### src/common/piPkg.sv
package piPkg;

  localparam int numLevels = 7;

  // Bit n stands for level n, level 1 is the highest priority
  typedef logic [numLevels:1] levelMask;

  // Zero means no level
  typedef logic [$clog2(numLevels + 1)-1:0] levelNum;

  localparam int cmdWidth = 16;
  typedef logic [cmdWidth-1:0] commandWord;

  // Command word bit positions
  localparam int cmdSysClear = 15;  // Clears on, gen, active and hold
  localparam int cmdOnSet    = 14;
  localparam int cmdOnClr    = 13;
  localparam int cmdGenSet   = 12;  // Software request
  localparam int cmdGenClr   = 11;
  localparam int cmdActOn    = 10;
  localparam int cmdActOff   = 9;

  // Level mask field, bit 0 of the field is level 1
  localparam int cmdMaskLsb  = 0;

  // Status read back, active in the top bit
  typedef struct packed {
    logic     active;
    levelMask onMask;
    levelMask genMask;
    levelMask holdMask;
  } statusWord;

endpackage

### src/common/busPkg.sv
package busPkg;

  localparam int vectorWidth = 18;
  typedef logic [vectorWidth-1:0] vectorWord;

  localparam int funcWidth = 3;
  typedef logic [funcWidth-1:0] funcCode;

  // Bus function codes
  localparam funcCode funcIdle       = 3'b000;
  localparam funcCode funcReadVector = 3'b100;  // Device puts its vector on data

  // Taken when no device answers the vector read in time
  localparam vectorWord defaultVector = 18'o000040;

endpackage

### src/hw/piCommand.sv
module piCommand (
  input  logic              clk,
  input  logic              TIM,
  input  logic              cmdStrobe,
  input  piPkg::commandWord cmdWord,
  output piPkg::levelMask   onMask,
  output piPkg::levelMask   genMask,
  output logic              active,
  output logic              sysClear
);

  logic              strobeDly;
  piPkg::commandWord wordDly;
  piPkg::levelMask   cmdMask;
  piPkg::levelMask   onNext;
  piPkg::levelMask   genNext;
  logic              activeNext;

  // Command is acted on one cycle after the strobe
  always_ff @(posedge clk or posedge TIM) begin
    if (TIM) begin
      strobeDly <= 1'b0;
    end else begin
      strobeDly <= cmdStrobe;
    end
  end

  always_ff @(posedge clk) begin
    if (cmdStrobe) begin
      wordDly <= cmdWord;
    end
  end

  assign cmdMask  = wordDly[piPkg::cmdMaskLsb +: piPkg::numLevels];
  assign sysClear = strobeDly & wordDly[piPkg::cmdSysClear];  // Also clears hold

  // Clear wins over set when both are given
  always_comb begin
    onNext     = onMask;
    genNext    = genMask;
    activeNext = active;
    if (strobeDly) begin
      if (wordDly[piPkg::cmdOnSet])  onNext = onNext | cmdMask;
      if (wordDly[piPkg::cmdOnClr])  onNext = onNext & ~cmdMask;
      if (wordDly[piPkg::cmdGenSet]) genNext = genNext | cmdMask;
      if (wordDly[piPkg::cmdGenClr]) genNext = genNext & ~cmdMask;
      if (wordDly[piPkg::cmdActOn])  activeNext = 1'b1;
      if (wordDly[piPkg::cmdActOff]) activeNext = 1'b0;
    end
  end

  always_ff @(posedge clk or posedge TIM) begin
    if (TIM) begin
      onMask  <= '0;
      genMask <= '0;
      active  <= 1'b0;
    end else if (sysClear) begin
      onMask  <= '0;
      genMask <= '0;
      active  <= 1'b0;
    end else begin
      onMask  <= onNext;
      genMask <= genNext;
      active  <= activeNext;
    end
  end

endmodule

### src/hw/piArbiter/piPriority.sv
module piPriority (
  input  logic            clk,
  input  logic            TIM,
  input  piPkg::levelMask ioReq,
  input  piPkg::levelMask onMask,
  input  piPkg::levelMask genMask,
  input  logic            active,
  input  logic            sysClear,
  input  logic            setHold,
  input  piPkg::levelNum  holdLevel,
  input  logic            dismiss,
  output piPkg::levelNum  reqLevel,
  output piPkg::levelMask holdMask
);

  piPkg::levelMask reqMask;
  piPkg::levelMask eligMask;
  piPkg::levelMask setVec;
  piPkg::levelMask clrVec;
  piPkg::levelNum  topHold;

  // Lowest-numbered set bit, zero when the mask is empty
  function automatic piPkg::levelNum firstLevel(piPkg::levelMask m);
    piPkg::levelNum lvl;
    lvl = '0;
    for (int n = piPkg::numLevels; n >= 1; n--) begin
      if (m[n]) lvl = piPkg::levelNum'(n);
    end
    return lvl;
  endfunction

  // Gen alone requests, a device request needs its level on
  assign reqMask = active ? (genMask | (onMask & ioReq)) : '0;

  assign topHold = firstLevel(holdMask);  // Level currently being serviced

  always_comb begin
    for (int n = 1; n <= piPkg::numLevels; n++) begin
      // Only levels above the highest held one may interrupt
      eligMask[n] = (topHold == '0) || (n < int'(topHold));
      setVec[n]   = setHold && (holdLevel == piPkg::levelNum'(n));
      clrVec[n]   = dismiss && (topHold == piPkg::levelNum'(n));
    end
  end

  always_ff @(posedge clk or posedge TIM) begin
    if (TIM) begin
      holdMask <= '0;
    end else if (sysClear) begin
      holdMask <= '0;
    end else begin
      holdMask <= (holdMask | setVec) & ~clrVec;
    end
  end

  assign reqLevel = firstLevel(reqMask & eligMask);

endmodule

### src/hw/piArbiter/piSequencer.sv
module piSequencer (
  input  logic              clk,
  input  logic              TIM,
  input  piPkg::levelNum    reqLevel,
  input  logic              takeInt,
  input  logic              busXfer,
  input  busPkg::vectorWord busData,
  input  logic              timedOut,
  output logic              intReq,
  output piPkg::levelNum    intLevel,
  output logic              setHold,
  output piPkg::levelNum    holdLevel,
  output logic              busDemand,
  output busPkg::funcCode   busFunc,
  output logic              timerRun,
  output logic              vectorValid,
  output busPkg::vectorWord vector,
  output logic              vectorTimeout
);

  typedef enum logic [1:0] {
    idleSt,
    offerSt,
    readSt,
    doneSt
  } seqState;

  seqState state;
  seqState stateNext;

  always_comb begin
    stateNext = state;
    case (state)
      idleSt:  if (reqLevel != '0) stateNext = offerSt;
      offerSt: if (takeInt) stateNext = readSt;  // Waits here until taken
      readSt:  if (busXfer || timedOut) stateNext = doneSt;
      default: stateNext = idleSt;
    endcase
  end

  always_ff @(posedge clk or posedge TIM) begin
    if (TIM) begin
      state    <= idleSt;
      intLevel <= '0;
    end else begin
      state <= stateNext;
      if (state == idleSt) intLevel <= reqLevel;  // Frozen once offered
    end
  end

  // Device answer has priority over a timeout on the same edge
  always_ff @(posedge clk) begin
    if (state == readSt) begin
      if (busXfer) begin
        vector        <= busData;
        vectorTimeout <= 1'b0;
      end else if (timedOut) begin
        vector        <= busPkg::defaultVector;
        vectorTimeout <= 1'b1;
      end
    end
  end

  assign intReq      = (state == offerSt);
  assign setHold     = intReq & takeInt;
  assign holdLevel   = intLevel;
  assign busDemand   = (state == readSt);
  assign busFunc     = busDemand ? busPkg::funcReadVector : busPkg::funcIdle;
  assign timerRun    = busDemand;
  assign vectorValid = (state == doneSt);  // One cycle, then back to idle

endmodule

### src/hw/piArbiter/cycleTimer.sv
module cycleTimer #(
  parameter int timeoutCycles = 15
) (
  input  logic clk,
  input  logic TIM,
  input  logic timerRun,
  output logic timedOut
);

  localparam int cntWidth = $clog2(timeoutCycles + 1);

  logic [cntWidth-1:0] count;

  // Counts bus wait cycles, holds at the limit
  always_ff @(posedge clk or posedge TIM) begin
    if (TIM) begin
      count <= '0;
    end else if (!timerRun) begin
      count <= '0;
    end else if (!timedOut) begin
      count <= count + 1'b1;
    end
  end

  assign timedOut = (count == cntWidth'(timeoutCycles));

endmodule

### src/hw/piTop.sv
module piTop #(
  parameter int timeoutCycles = 15
) (
  input  logic              clk,
  input  logic              TIM,
  input  logic              cmdStrobe,
  input  piPkg::commandWord cmdWord,
  input  piPkg::levelMask   ioReq,
  input  logic              takeInt,
  input  logic              dismiss,
  input  logic              busXfer,
  input  busPkg::vectorWord busData,
  output logic              intReq,
  output piPkg::levelNum    intLevel,
  output logic              busDemand,
  output busPkg::funcCode   busFunc,
  output logic              vectorValid,
  output busPkg::vectorWord vector,
  output logic              vectorTimeout,
  output piPkg::statusWord  status
);

  piPkg::levelMask onMask;
  piPkg::levelMask genMask;
  piPkg::levelMask holdMask;
  logic            active;
  logic            sysClear;
  piPkg::levelNum  reqLevel;
  logic            setHold;
  piPkg::levelNum  holdLevel;
  logic            timerRun;
  logic            timedOut;

  piCommand command0 (
    .clk      (clk),
    .TIM      (TIM),
    .cmdStrobe(cmdStrobe),
    .cmdWord  (cmdWord),
    .onMask   (onMask),
    .genMask  (genMask),
    .active   (active),
    .sysClear (sysClear)
  );

  piPriority priority0 (
    .clk      (clk),
    .TIM      (TIM),
    .ioReq    (ioReq),
    .onMask   (onMask),
    .genMask  (genMask),
    .active   (active),
    .sysClear (sysClear),
    .setHold  (setHold),
    .holdLevel(holdLevel),
    .dismiss  (dismiss),
    .reqLevel (reqLevel),
    .holdMask (holdMask)
  );

  piSequencer sequencer0 (
    .clk          (clk),
    .TIM          (TIM),
    .reqLevel     (reqLevel),
    .takeInt      (takeInt),
    .busXfer      (busXfer),
    .busData      (busData),
    .timedOut     (timedOut),
    .intReq       (intReq),
    .intLevel     (intLevel),
    .setHold      (setHold),
    .holdLevel    (holdLevel),
    .busDemand    (busDemand),
    .busFunc      (busFunc),
    .timerRun     (timerRun),
    .vectorValid  (vectorValid),
    .vector       (vector),
    .vectorTimeout(vectorTimeout)
  );

  cycleTimer #(
    .timeoutCycles(timeoutCycles)
  ) timer0 (
    .clk     (clk),
    .TIM     (TIM),
    .timerRun(timerRun),
    .timedOut(timedOut)
  );

  // Status word gathered from the level registers
  assign status = '{active: active, onMask: onMask, genMask: genMask, holdMask: holdMask};

endmodule

### config.mk
export PLATFORM = sky130hd
export DESIGN_NAME = piTop
export DESIGN_NICKNAME = d
export VERILOG_FILES = /design/src/common/piPkg.sv /design/src/common/busPkg.sv /design/src/hw/piCommand.sv /design/src/hw/piArbiter/piPriority.sv /design/src/hw/piArbiter/piSequencer.sv /design/src/hw/piArbiter/cycleTimer.sv /design/src/hw/piTop.sv
export SDC_FILE = /design/constraint.sdc
export NUM_CORES = 1
export LEC_CHECK = 0
export BUFFER_PORTS_ARGS = -buffer_cell sky130_fd_sc_hd__buf_2
export CAP_MARGIN = 20
export CORE_AREA = 2 2 82 84
export CTS_BUF_LIST = sky130_fd_sc_hd__clkbuf_16
export DETAILED_ROUTE_END_ITERATION = 12
export DIE_AREA = 0 0 84 86
export PLACE_DENSITY = 0.83
export SETUP_SLACK_MARGIN = 0.15
export SKIP_CTS_REPAIR_TIMING = 1
export SLEW_MARGIN = 0
export SYNTH_ARGS = -nofsm -noshare
export SYNTH_HDL_FRONTEND = slang
export SYNTH_HIERARCHICAL = 1
export SYNTH_SLANG_ARGS = --single-unit
### constraint.sdc
create_clock -name clk -period 4.45 [get_ports clk]
set_clock_uncertainty 0.1 [all_clocks]
set_input_delay 0.445 -clock clk [delete_from_list [all_inputs] [get_ports clk]]
set_output_delay 0.445 -clock clk [all_outputs]
set_load 0.05 [all_outputs]
* Word-level counts from Yosys, hierarchy flattened
Index checks and enable logic that the tools add are counted.
** Word-level totals
- Register bits :: 67
- Bits in latches :: 0
- Bits of input ports :: 47
- Word-level logic and storage cells :: 123
- Output and inout bits :: 50
- Memory bits (read-only) :: 0
- Bits in writable memories :: 0
- Memories :: 0
** Cells by class
- $mul :: 0
- Eq/ne operators :: 22
- Shift operators :: 0
- Order comparisons :: 6
- Add/sub/neg operators :: 1
- Div/mod/pow operators :: 0
- Reduce and logical (&&, ||, !) cells :: 30
- Bitwise gates (word level) :: 13
- Multiplexer cells :: 40
** Operators with widths (count)
- $mux W7 :: 12
- $mux W3 :: 15
- $mux W18 :: 2
- $and A7 B7 Y7 :: 5
- $or A7 B7 Y7 :: 4
- $eq A3 B3 Y1 const B :: 8
- $logic_and A1 B1 Y1 :: 14
- $not A7 Y7 :: 2
- $eq A3 B2 Y1 const B :: 4
- $lt A3 B3 Y1 const A :: 3
- $mux W4 :: 2
- $logic_or A1 B1 Y1 :: 7
- $eq A3 B1 Y1 const B :: 2
- $lt A2 B3 Y1 const A :: 2
- $mux W2 :: 3
- $ne A2 B2 Y1 const B :: 3
- $pmux W2 S3 :: 1
- $reduce_bool A3 Y1 :: 2
- $mux W1 :: 5
- $add A4 B1 Y4 const B :: 1
- $eq A2 B2 Y1 const B :: 2
- $eq A4 B4 Y1 const B :: 1
- $reduce_and A2 Y1 :: 2
- $reduce_bool A2 Y1 :: 2
- other kinds (7) :: 8

* Longest topological paths before layout
Gate-level depths: netlist (run 1).
- Word-level depth :: 20
- Mapped depth :: 7
- Gate-level depth less buffers :: 7

* Hierarchy
The synthesis (run 1) kept the hierarchy.
** By module, submodules not included
- piCommand :: area each 1234.9 um2, cells an instance 106, sequential area each 820.8 um2, times used 1
- piSequencer :: area each 1074.8 um2, cells an instance 73, sequential area each 695.7 um2, times used 1
- piPriority :: area each 573.0 um2, cells an instance 69, sequential area each 175.2 um2, times used 1
- cycleTimer :: area each 216.5 um2, cells an instance 21, sequential area each 100.1 um2, times used 1
- piTop :: area each 7.5 um2, cells an instance 1, sequential area each 0.0 um2, times used 1

* Worst setup path before layout (run 1)
Ideal clock, no wire load.
- Kind :: reg2reg
- Start point :: register sequencer0.state[0]
- End point :: register sequencer0.vectorTimeout, enable pin
- Slack :: 1.926 ns
- Stages on the path, launching flop included :: 4
- Required time :: 3.953 ns
- Setup time :: 0.397 ns
- Period minus slack after synthesis :: 2.524 ns
- Arrival time :: 2.028 ns
- Path buffers :: 0
- Cells stage by stage :: dfrtp_1 -> inv_1 -> ha_1 -> nor2b_1
** On the way
- Cells in the longest elaborated chain, start to end :: 2
** Ends and longest elaborated chain
- from (decl) :: RTL line piSequencer.sv:28 : seqState state;
- from (signal assigned) :: RTL line piSequencer.sv:43 : state <= idleSt;
- from (signal assigned) :: RTL line piSequencer.sv:46 : state <= stateNext;
- $eq A2 B2 Y1
- named net busDemand :: RTL line piTop.sv:15 : output logic busDemand,
- $reduce_and A2 Y1 (no source line)
- to (signal assigned) :: RTL line piSequencer.sv:56 : vectorTimeout <= 1'b0;
- to (signal assigned) :: RTL line piSequencer.sv:59 : vectorTimeout <= 1'b1;
- to (decl) :: RTL line piSequencer.sv:18 : output logic vectorTimeout
The timed path passes the listed nets, and every way through them passes these cells.
A chain may end at the register's enable or synchronous reset.

* Worst setup path after layout (run 1)
- Start point :: register priority0.holdMask[0]
- End point :: register sequencer0.state[1]
** On the way
- Cells in the longest elaborated chain, start to end :: 13
- Elaborated cells on any way between the ends :: 25
- Classes of those cells :: order compare (6); eq/ne (1); mux (8); bitwise (1); reduce/logical (9)
** Ends and longest elaborated chain
- from (decl) :: RTL line piPriority.sv:13 : output piPkg::levelMask holdMask
- from (signal assigned) :: RTL line piPriority.sv:52 : holdMask <= (holdMask | setVec) & ~clrVec;
- $mux W3 * :: RTL line piPriority.sv:27 : if (m[n]) lvl = piPkg::levelNum'(n);
- $lt A3 B3 Y1 / $logic_not A3 Y1 (equally long branches) :: RTL line piPriority.sv:40 : eligMask[n] = (topHold == '0) || (n < int'(topHold));
- $logic_or A1 B1 Y1 / $and A7 B7 Y7 (equally long branches) :: RTL line piPriority.sv:40, piPriority.sv:56
- $and A7 B7 Y7 * :: RTL line piPriority.sv:56 : assign reqLevel = firstLevel(reqMask & eligMask);
- $mux W3 (5 in a row) :: RTL line piPriority.sv:27
- $mux W3 * :: RTL line piPriority.sv:27
- named net reqLevel[1] :: RTL line piTop.sv:28 : piPkg::levelNum reqLevel;
- $reduce_bool A3 Y1 * :: RTL line piSequencer.sv:34 : idleSt: if (reqLevel != '0) stateNext = offerSt;
- $ne A2 B1 Y1 (no source line) *
- $reduce_and A3 Y1 (no source line) *
The timed path passes the listed nets; every way through them passes the cells marked *.

==> results of run 1 <==
## cell usage in the layout, fill, tap and decap left out, drive strengths merged, types with 2 or more instances in the layout
master  instances
buf            92
edfxtp         33
dfrtp          32
inv            26
and2           20
nand2          19
a21oi          16
nor2           13
o21ai          13
clkbuf          9
o22ai           8
nand2b          8
a22oi           7
o32ai           7
ha              6
mux2            4
clkinv          4
nor3            3
a31oi           3
mux2i           3
nor4            3
or3             3
or2             2
o21bai          2
nand3           2
conb            2
and3b           2
nor2b           2
a211oi          2
## metal layers
metal | GRT usage (%) | vias up | part of all wire [%]
met3 | 6.16 | 12 | 7.0
met5 | 0 | - | 0
li1 | - | 1133 | -
met1 | 23.7 | 1099 | 42
met4 | 9.24 | 0 | 2.3
met2 | 30.6 | 83 | 49
## flip-flops by register name, indices dropped and copies added, names as in the netlist, 2 cells and up
signal                count
command0/genMask          7
command0/onMask           7
command0/wordDly         14
priority0/holdMask        7
sequencer0/holdLevel      3
sequencer0/state          2
sequencer0/vector        18
timer0/count              4
## final timing paths
check                                      start                    to  cells past startpoint
min in group asynchronous                    TIM       timer0/count[2]                      3
hold reg to reg              command0/wordDly[9]       command0/active                      2
setup reg to reg           priority0/holdMask[0]   sequencer0/state[1]                      7
max in group asynchronous                    TIM   command0/genMask[4]                      3
hold / removal                       cmdWord[15]  command0/wordDly[15]                      1
setup / recovery           priority0/holdMask[0]   sequencer0/state[1]                      7
## power groups by stage
stage | registers (mW) | logic (mW) | clock network, mW
after CTS | 0.834 | 0.719 | 0.680
after global placement | 0.838 | 0.698 | 0
final | 0.834 | 0.715 | 0.671
after detailed placement | 0.844 | 0.714 | 0
after floorplan | 1.00 | 0.416 | 0
after global routing | 0.848 | 0.765 | 0.716
## final cells by class
type | count | area [um^2] | share of cell area, %
repair buffers | 93 | 470 | 12.2
clock buffers | 9 | 225 | 5.86
clock inverters | 7 | 63.8 | 1.66
multi-input cells | 164 | 1100 | 28.7
well taps | 77 | 96.3 | 2.50
inverters | 25 | 93.8 | 2.44
flip-flops and latches | 65 | 1790 | 46.6
## through the flow
step | std cells | setup WS [ns]
global placement | 423 | 2.05
CTS | 439 | 1.94
detailed placement | 423 | 1.95
finish | 440 | 1.91
floorplan | 271 | 1.93
global route | 440 | 1.77
## critical path, delay by kind of cell (launching register included)
kind | cells | cell delay [ns]
flops | 1 | 0.43
mux | 1 | 0.33
compound gates | 2 | 0.70
simple gates | 4 | 0.87
## kinds of logic after synthesis
| logic type | after synthesis | share of synthesized area [%] |
|---|---|---|
| other | 1 | 0.121 |
| adders and majority gates | 6 | 2.42 |
| muxes | 7 | 2.54 |
| buffers and inverters | 42 | 6.97 |
| AOI/OAI and AO/OA | 66 | 14.4 |
| and+or+nand+nor | 83 | 15.9 |
| DFF | 65 | 57.7 |
==> results.txt, run 1 <==
status: finished, final reports clean
Hold Violations, Final: 0
setup TNS: 0 ns
clk buf depth: 2
fin crit period: 2.54 ns
sequential fraction of the synthesis area: 57.7%
GPL Wtd Cong: 0.813
clock sink count: 65
power per cell area: 577 nW/um^2
Chip Width: 84 um
Fin Hold WS: 0.189 ns
P_leak: 1.75 nW
GRT overflow: 0
Placed Area: 3550 um^2
Switching Fraction: 37.7%
Synth area leaders: edfxtp_1 32%, dfrtp_1 26%, and2_1 4.0%
worst-margin pin slew: 0.868 ns
filler cell count: 537
most frequent cells after synthesis: 33 x edfxtp_1, 32 x dfrtp_1, 24 x inv_1
Seq pwr share: 37.6%
Syn Inst Count: 270
vias in the first global route: 2,317
I/O pins: 97
initial antenna violation count: 0
Core Box Area: 6280 um^2
Final setup viols: 0
WL per Instance: 14.9 um
CTS tree: done
flops & latches, synth: 65
chip height: 86 um
maximum clock rate: 0.393 GHz
CP Cell Sequence: nand2b_1, nor4_2, nand4b_1, o21ai_0, nor4b_4, a221oi_2, mux2_4
Post-Route WL: 6580 um
arrival time worst endpoint: 2.65 ns
DR iter-0 viols: 143
Max-cap violations: 0
cell area after layout: 3850 um^2
DRT Pass-1 Iters: 4
switching power: 0.837 mW
count leader, synth: edfxtp_1
nets: 411
Mapped Area: 3110 um^2
DRC violations left: 0
Post-synth ARST share: 49.2%
CTS Buf Count: 9
Post-synth EDFFs: 33
area grow syn2layout: 23.8%
Ys Warns: 6
DRT antenna net count: 0
Initial Utilization: 49.5%
largest net degree at the start of global routing: 23
final core occ: 61.3%
Via density: 5.29
Clock power frac: 30.2%
worst-path cell with the longest stage delay: dfrtp_1
fin crit share: 57.1%
FF-to-FF setup slack: 1.91 ns
WP data required: 4.56 ns
Max stage delay on crit path: 0.43 ns
Via Count: 2,327
Slew Limit Fails: 0
CTS H-tree lvls: 3
VDD IR-drop max: 0.000297 V
top cell type's share of synthesized area: 31.9%
biggest area consumer among synthesized cells: edfxtp_1
ratio of cells with drive above 1 in the final layout: 33.6%
slew margin rel.: 41.9%
CTS Root Cell: clkbuf_16
Pint: 1.38 mW
critical path capture point type: register
Crit Path Class: register to register
Placement Rows: 29
global-route wire length before repair: 10,700 um
n_diodes: 0
Comb power frac: 32.2%
Port-buffer cells: 92
RSZ-0062 raised after global routing: false
hold crit path type: input pin to register
type of element launching the critical path: register
Post-DP HPWL: 4750 um
predominant post-synthesis flop cell: edfxtp_1
crit-path max FO: 6
Avg Inst Size Synth: 11.5 um^2
count of different cell masters after synthesis: 53
gr usage total: 19.1%
die footprint: 7220 um^2
final total power: 2.22 mW
Clock Latency Late Sink: 0.33 ns
Clock Pin Slew Worst Setup and Hold Paths: 0.05 ns
No activity file was read; power rests on OpenSTA's default activity.
==> run 2: changes to the inputs <==
clock period = 2.5 ns   (was 4.45 ns; I/O delays follow)
==> results.txt, run 2 (synthesized netlist as in run 1, its figures left out) <==
status: finished, final reports clean
commonest non-fill, non-tap cell in the layout: buf_2
WL per Instance: 15.5 um (+3.8%)
vias in the first global route: 2,389 (+3.1%)
Clock power frac: 28.3% (-1.9 points)
Chip Width: 84 um (unchanged)
Via density: 5.36 (+1.3%)
maximum clock rate: 0.421 GHz (+7.1%)
hold crit path type: input pin to register
DR iter-0 viols: 155 (+8.4%)
gr usage total: 19.8% (+0.67 points)
Placement Rows: 29 (unchanged)
Hold Violations, Final: 0 (unchanged)
WP data required: 2.61 ns (-1.95 ns)
Pint: 2.39 mW (+73%)
clock sink count: 65 (unchanged)
max reg flops: 18 (unchanged)
DRC violations left: 0 (unchanged)
I/O pins: 97 (unchanged)
Max-cap violations: 0 (unchanged)
Initial Utilization: 49.5% (unchanged)
Seq pwr share: 37.7% (about the same)
worst-margin pin slew: 0.618 ns (-0.250 ns)
Setup WS post-layout: 0.126 ns (-1.78 ns)
Post-Route WL: 7010 um (+6.6%)
Clock Pin Slew Worst Setup and Hold Paths: 0.06 ns (about the same)
final core occ: 63.2% (+1.9 points)
Via Count: 2,422 (+4.1%)
Slew Limit Fails: 0 (unchanged)
crit-path max FO: 6 (unchanged)
power per cell area: 990 nW/um^2 (+72%)
Core Box Area: 6280 um^2 (unchanged)
Final setup viols: 0 (unchanged)
initial antenna violation count: 0 (unchanged)
DRT Pass-1 Iters: 4 (unchanged)
Clock Latency Late Sink: 0.32 ns (about the same)
Placed Area: 3590 um^2 (+1.3%)
DRT antenna net count: 0 (unchanged)
filler cell count: 520 (-3.2%)
critical path capture point type: register
cell area after layout: 3970 um^2 (+3.1%)
global-route wire length before repair: 11,100 um (+4.3%)
nets: 423 (+2.9%)
arrival time worst endpoint: 2.48 ns (-0.17 ns)
P_leak: 1.78 nW (+2.1%)
final total power: 3.93 mW (+77%)
largest net degree at the start of global routing: 21 (-8.7%)
CTS Buf Count: 9 (unchanged)
chip height: 86 um (unchanged)
slew margin rel.: 58.8% (+17 points)
ratio of cells with drive above 1 in the final layout: 36.8% (+3.2 points)
Comb power frac: 34.0% (+1.8 points)
most frequent cells in the layout: 92 x buf_2, 33 x edfxtp_1, 26 x dfrtp_1
setup TNS: 0 ns (unchanged)
RSZ-0062 raised after global routing: true
CTS Root Cell: clkbuf_16
n_diodes: 0 (unchanged)
GPL Wtd Cong: 0.846 (+4.0%)
Largest regs: sequencer0/vector: 18 flops, command0/wordDly: 14 flops
CTS H-tree lvls: 3 (unchanged)
Crit Path Class: register to register
die footprint: 7220 um^2 (unchanged)
type of element launching the critical path: register
CTS tree: done
fin crit share: 95.0% (+38 points)
Switching Fraction: 39.0% (+1.3 points)
switching power: 1.53 mW (+83%)
area grow syn2layout: 27.7%
Top reg by flops: sequencer0/vector
Port-buffer cells: 92 (unchanged)
Post-DP HPWL: 4990 um (+5.1%)
clk buf depth: 2 (unchanged)
fin crit period: 2.37 ns (-0.168 ns)
VDD IR-drop max: 0.000558 V (+88%)
dpl ws: 0.106 ns (-1.85 ns)
GRT overflow: 0 (unchanged)
FF-to-FF setup slack: 0.13 ns (-1.78 ns)
==> run 2: cell types whose count changed in the layout (fill, tap and decap cells not counted), moves of 2 or more <==
cell / change
clkinv_2: +2
dfrtp_1: -6
buf_4: +6
dlygate4sd3_1: +6
dfrtp_2: +6
==> run 2: worst paths after layout <==
kind | startpoint | to | depth (start not counted)
min in group asynchronous | TIM | timer0/count[0] | 3
hold / removal | cmdWord[5] | command0/wordDly[5] | 1
setup / recovery | priority0/holdMask[0] | sequencer0/state[1] | 7
max in group asynchronous | TIM | command0/onMask[4] | 3
setup reg to reg | priority0/holdMask[0] | sequencer0/state[1] | 7
hold reg to reg | command0/wordDly[10] | command0/active | 2
==> run 2: metrics by stage <==
| step | hold WS [ns] | cells |
|---|---|---|
| 2_1_floorplan | -0.0839 | 271 |
| 6_report | 0.00230 | 452 |
| 4_1_cts | -0.257 | 443 |
| 3_3_place_gp | 0.0891 | 427 |
| 3_5_place_dp | 0.0892 | 427 |
| 5_1_grt | 0.000281 | 452 |
==> run 2: final cells by class <==
cell class,count,area [um^2],area share [%]
repair buffers,105,576,14.5
inverters,25,93.8,2.37
clock buffers,9,225,5.68
flip-flops and latches,65,1800,45.4
well taps,77,96.3,2.43
clock inverters,7,38.8,0.978
multi-input cells,164,1140,28.7
==> run 2: power groups by stage <==
stage	registers [mW]	logic [mW]	clock network (mW)
floorplan	1.79	0.747	0
global placement	1.48	1.27	0
detailed placement	1.49	1.30	0
CTS	1.48	1.31	1.13
global route	1.51	1.42	1.18
finish	1.48	1.34	1.11
==> run 2: worst max-delay path, cell delays in order (launching register included) <==
cell,delay [ns]
dfrtp_2,0.44
or3b_4,0.42
o32ai_4,0.11
nand3_1,0.13
a211oi_2,0.37
nor4b_4,0.10
a221oi_2,0.28
mux2_4,0.33
==> run 2: routing by layer <==
| metal | routed length (um) | part of all wire [%] | track usage (%) | up-vias |
|---|---|---|---|---|
| met5 | 0 | 0 | 0 | - |
| met4 | 191 | 2.7 | 11.3 | 0 |
| met3 | 535 | 7.6 | 5.49 | 18 |
| met2 | 3400 | 49 | 30.8 | 102 |
| met1 | 2880 | 41 | 25.1 | 1146 |
| li1 | - | - | - | 1156 |
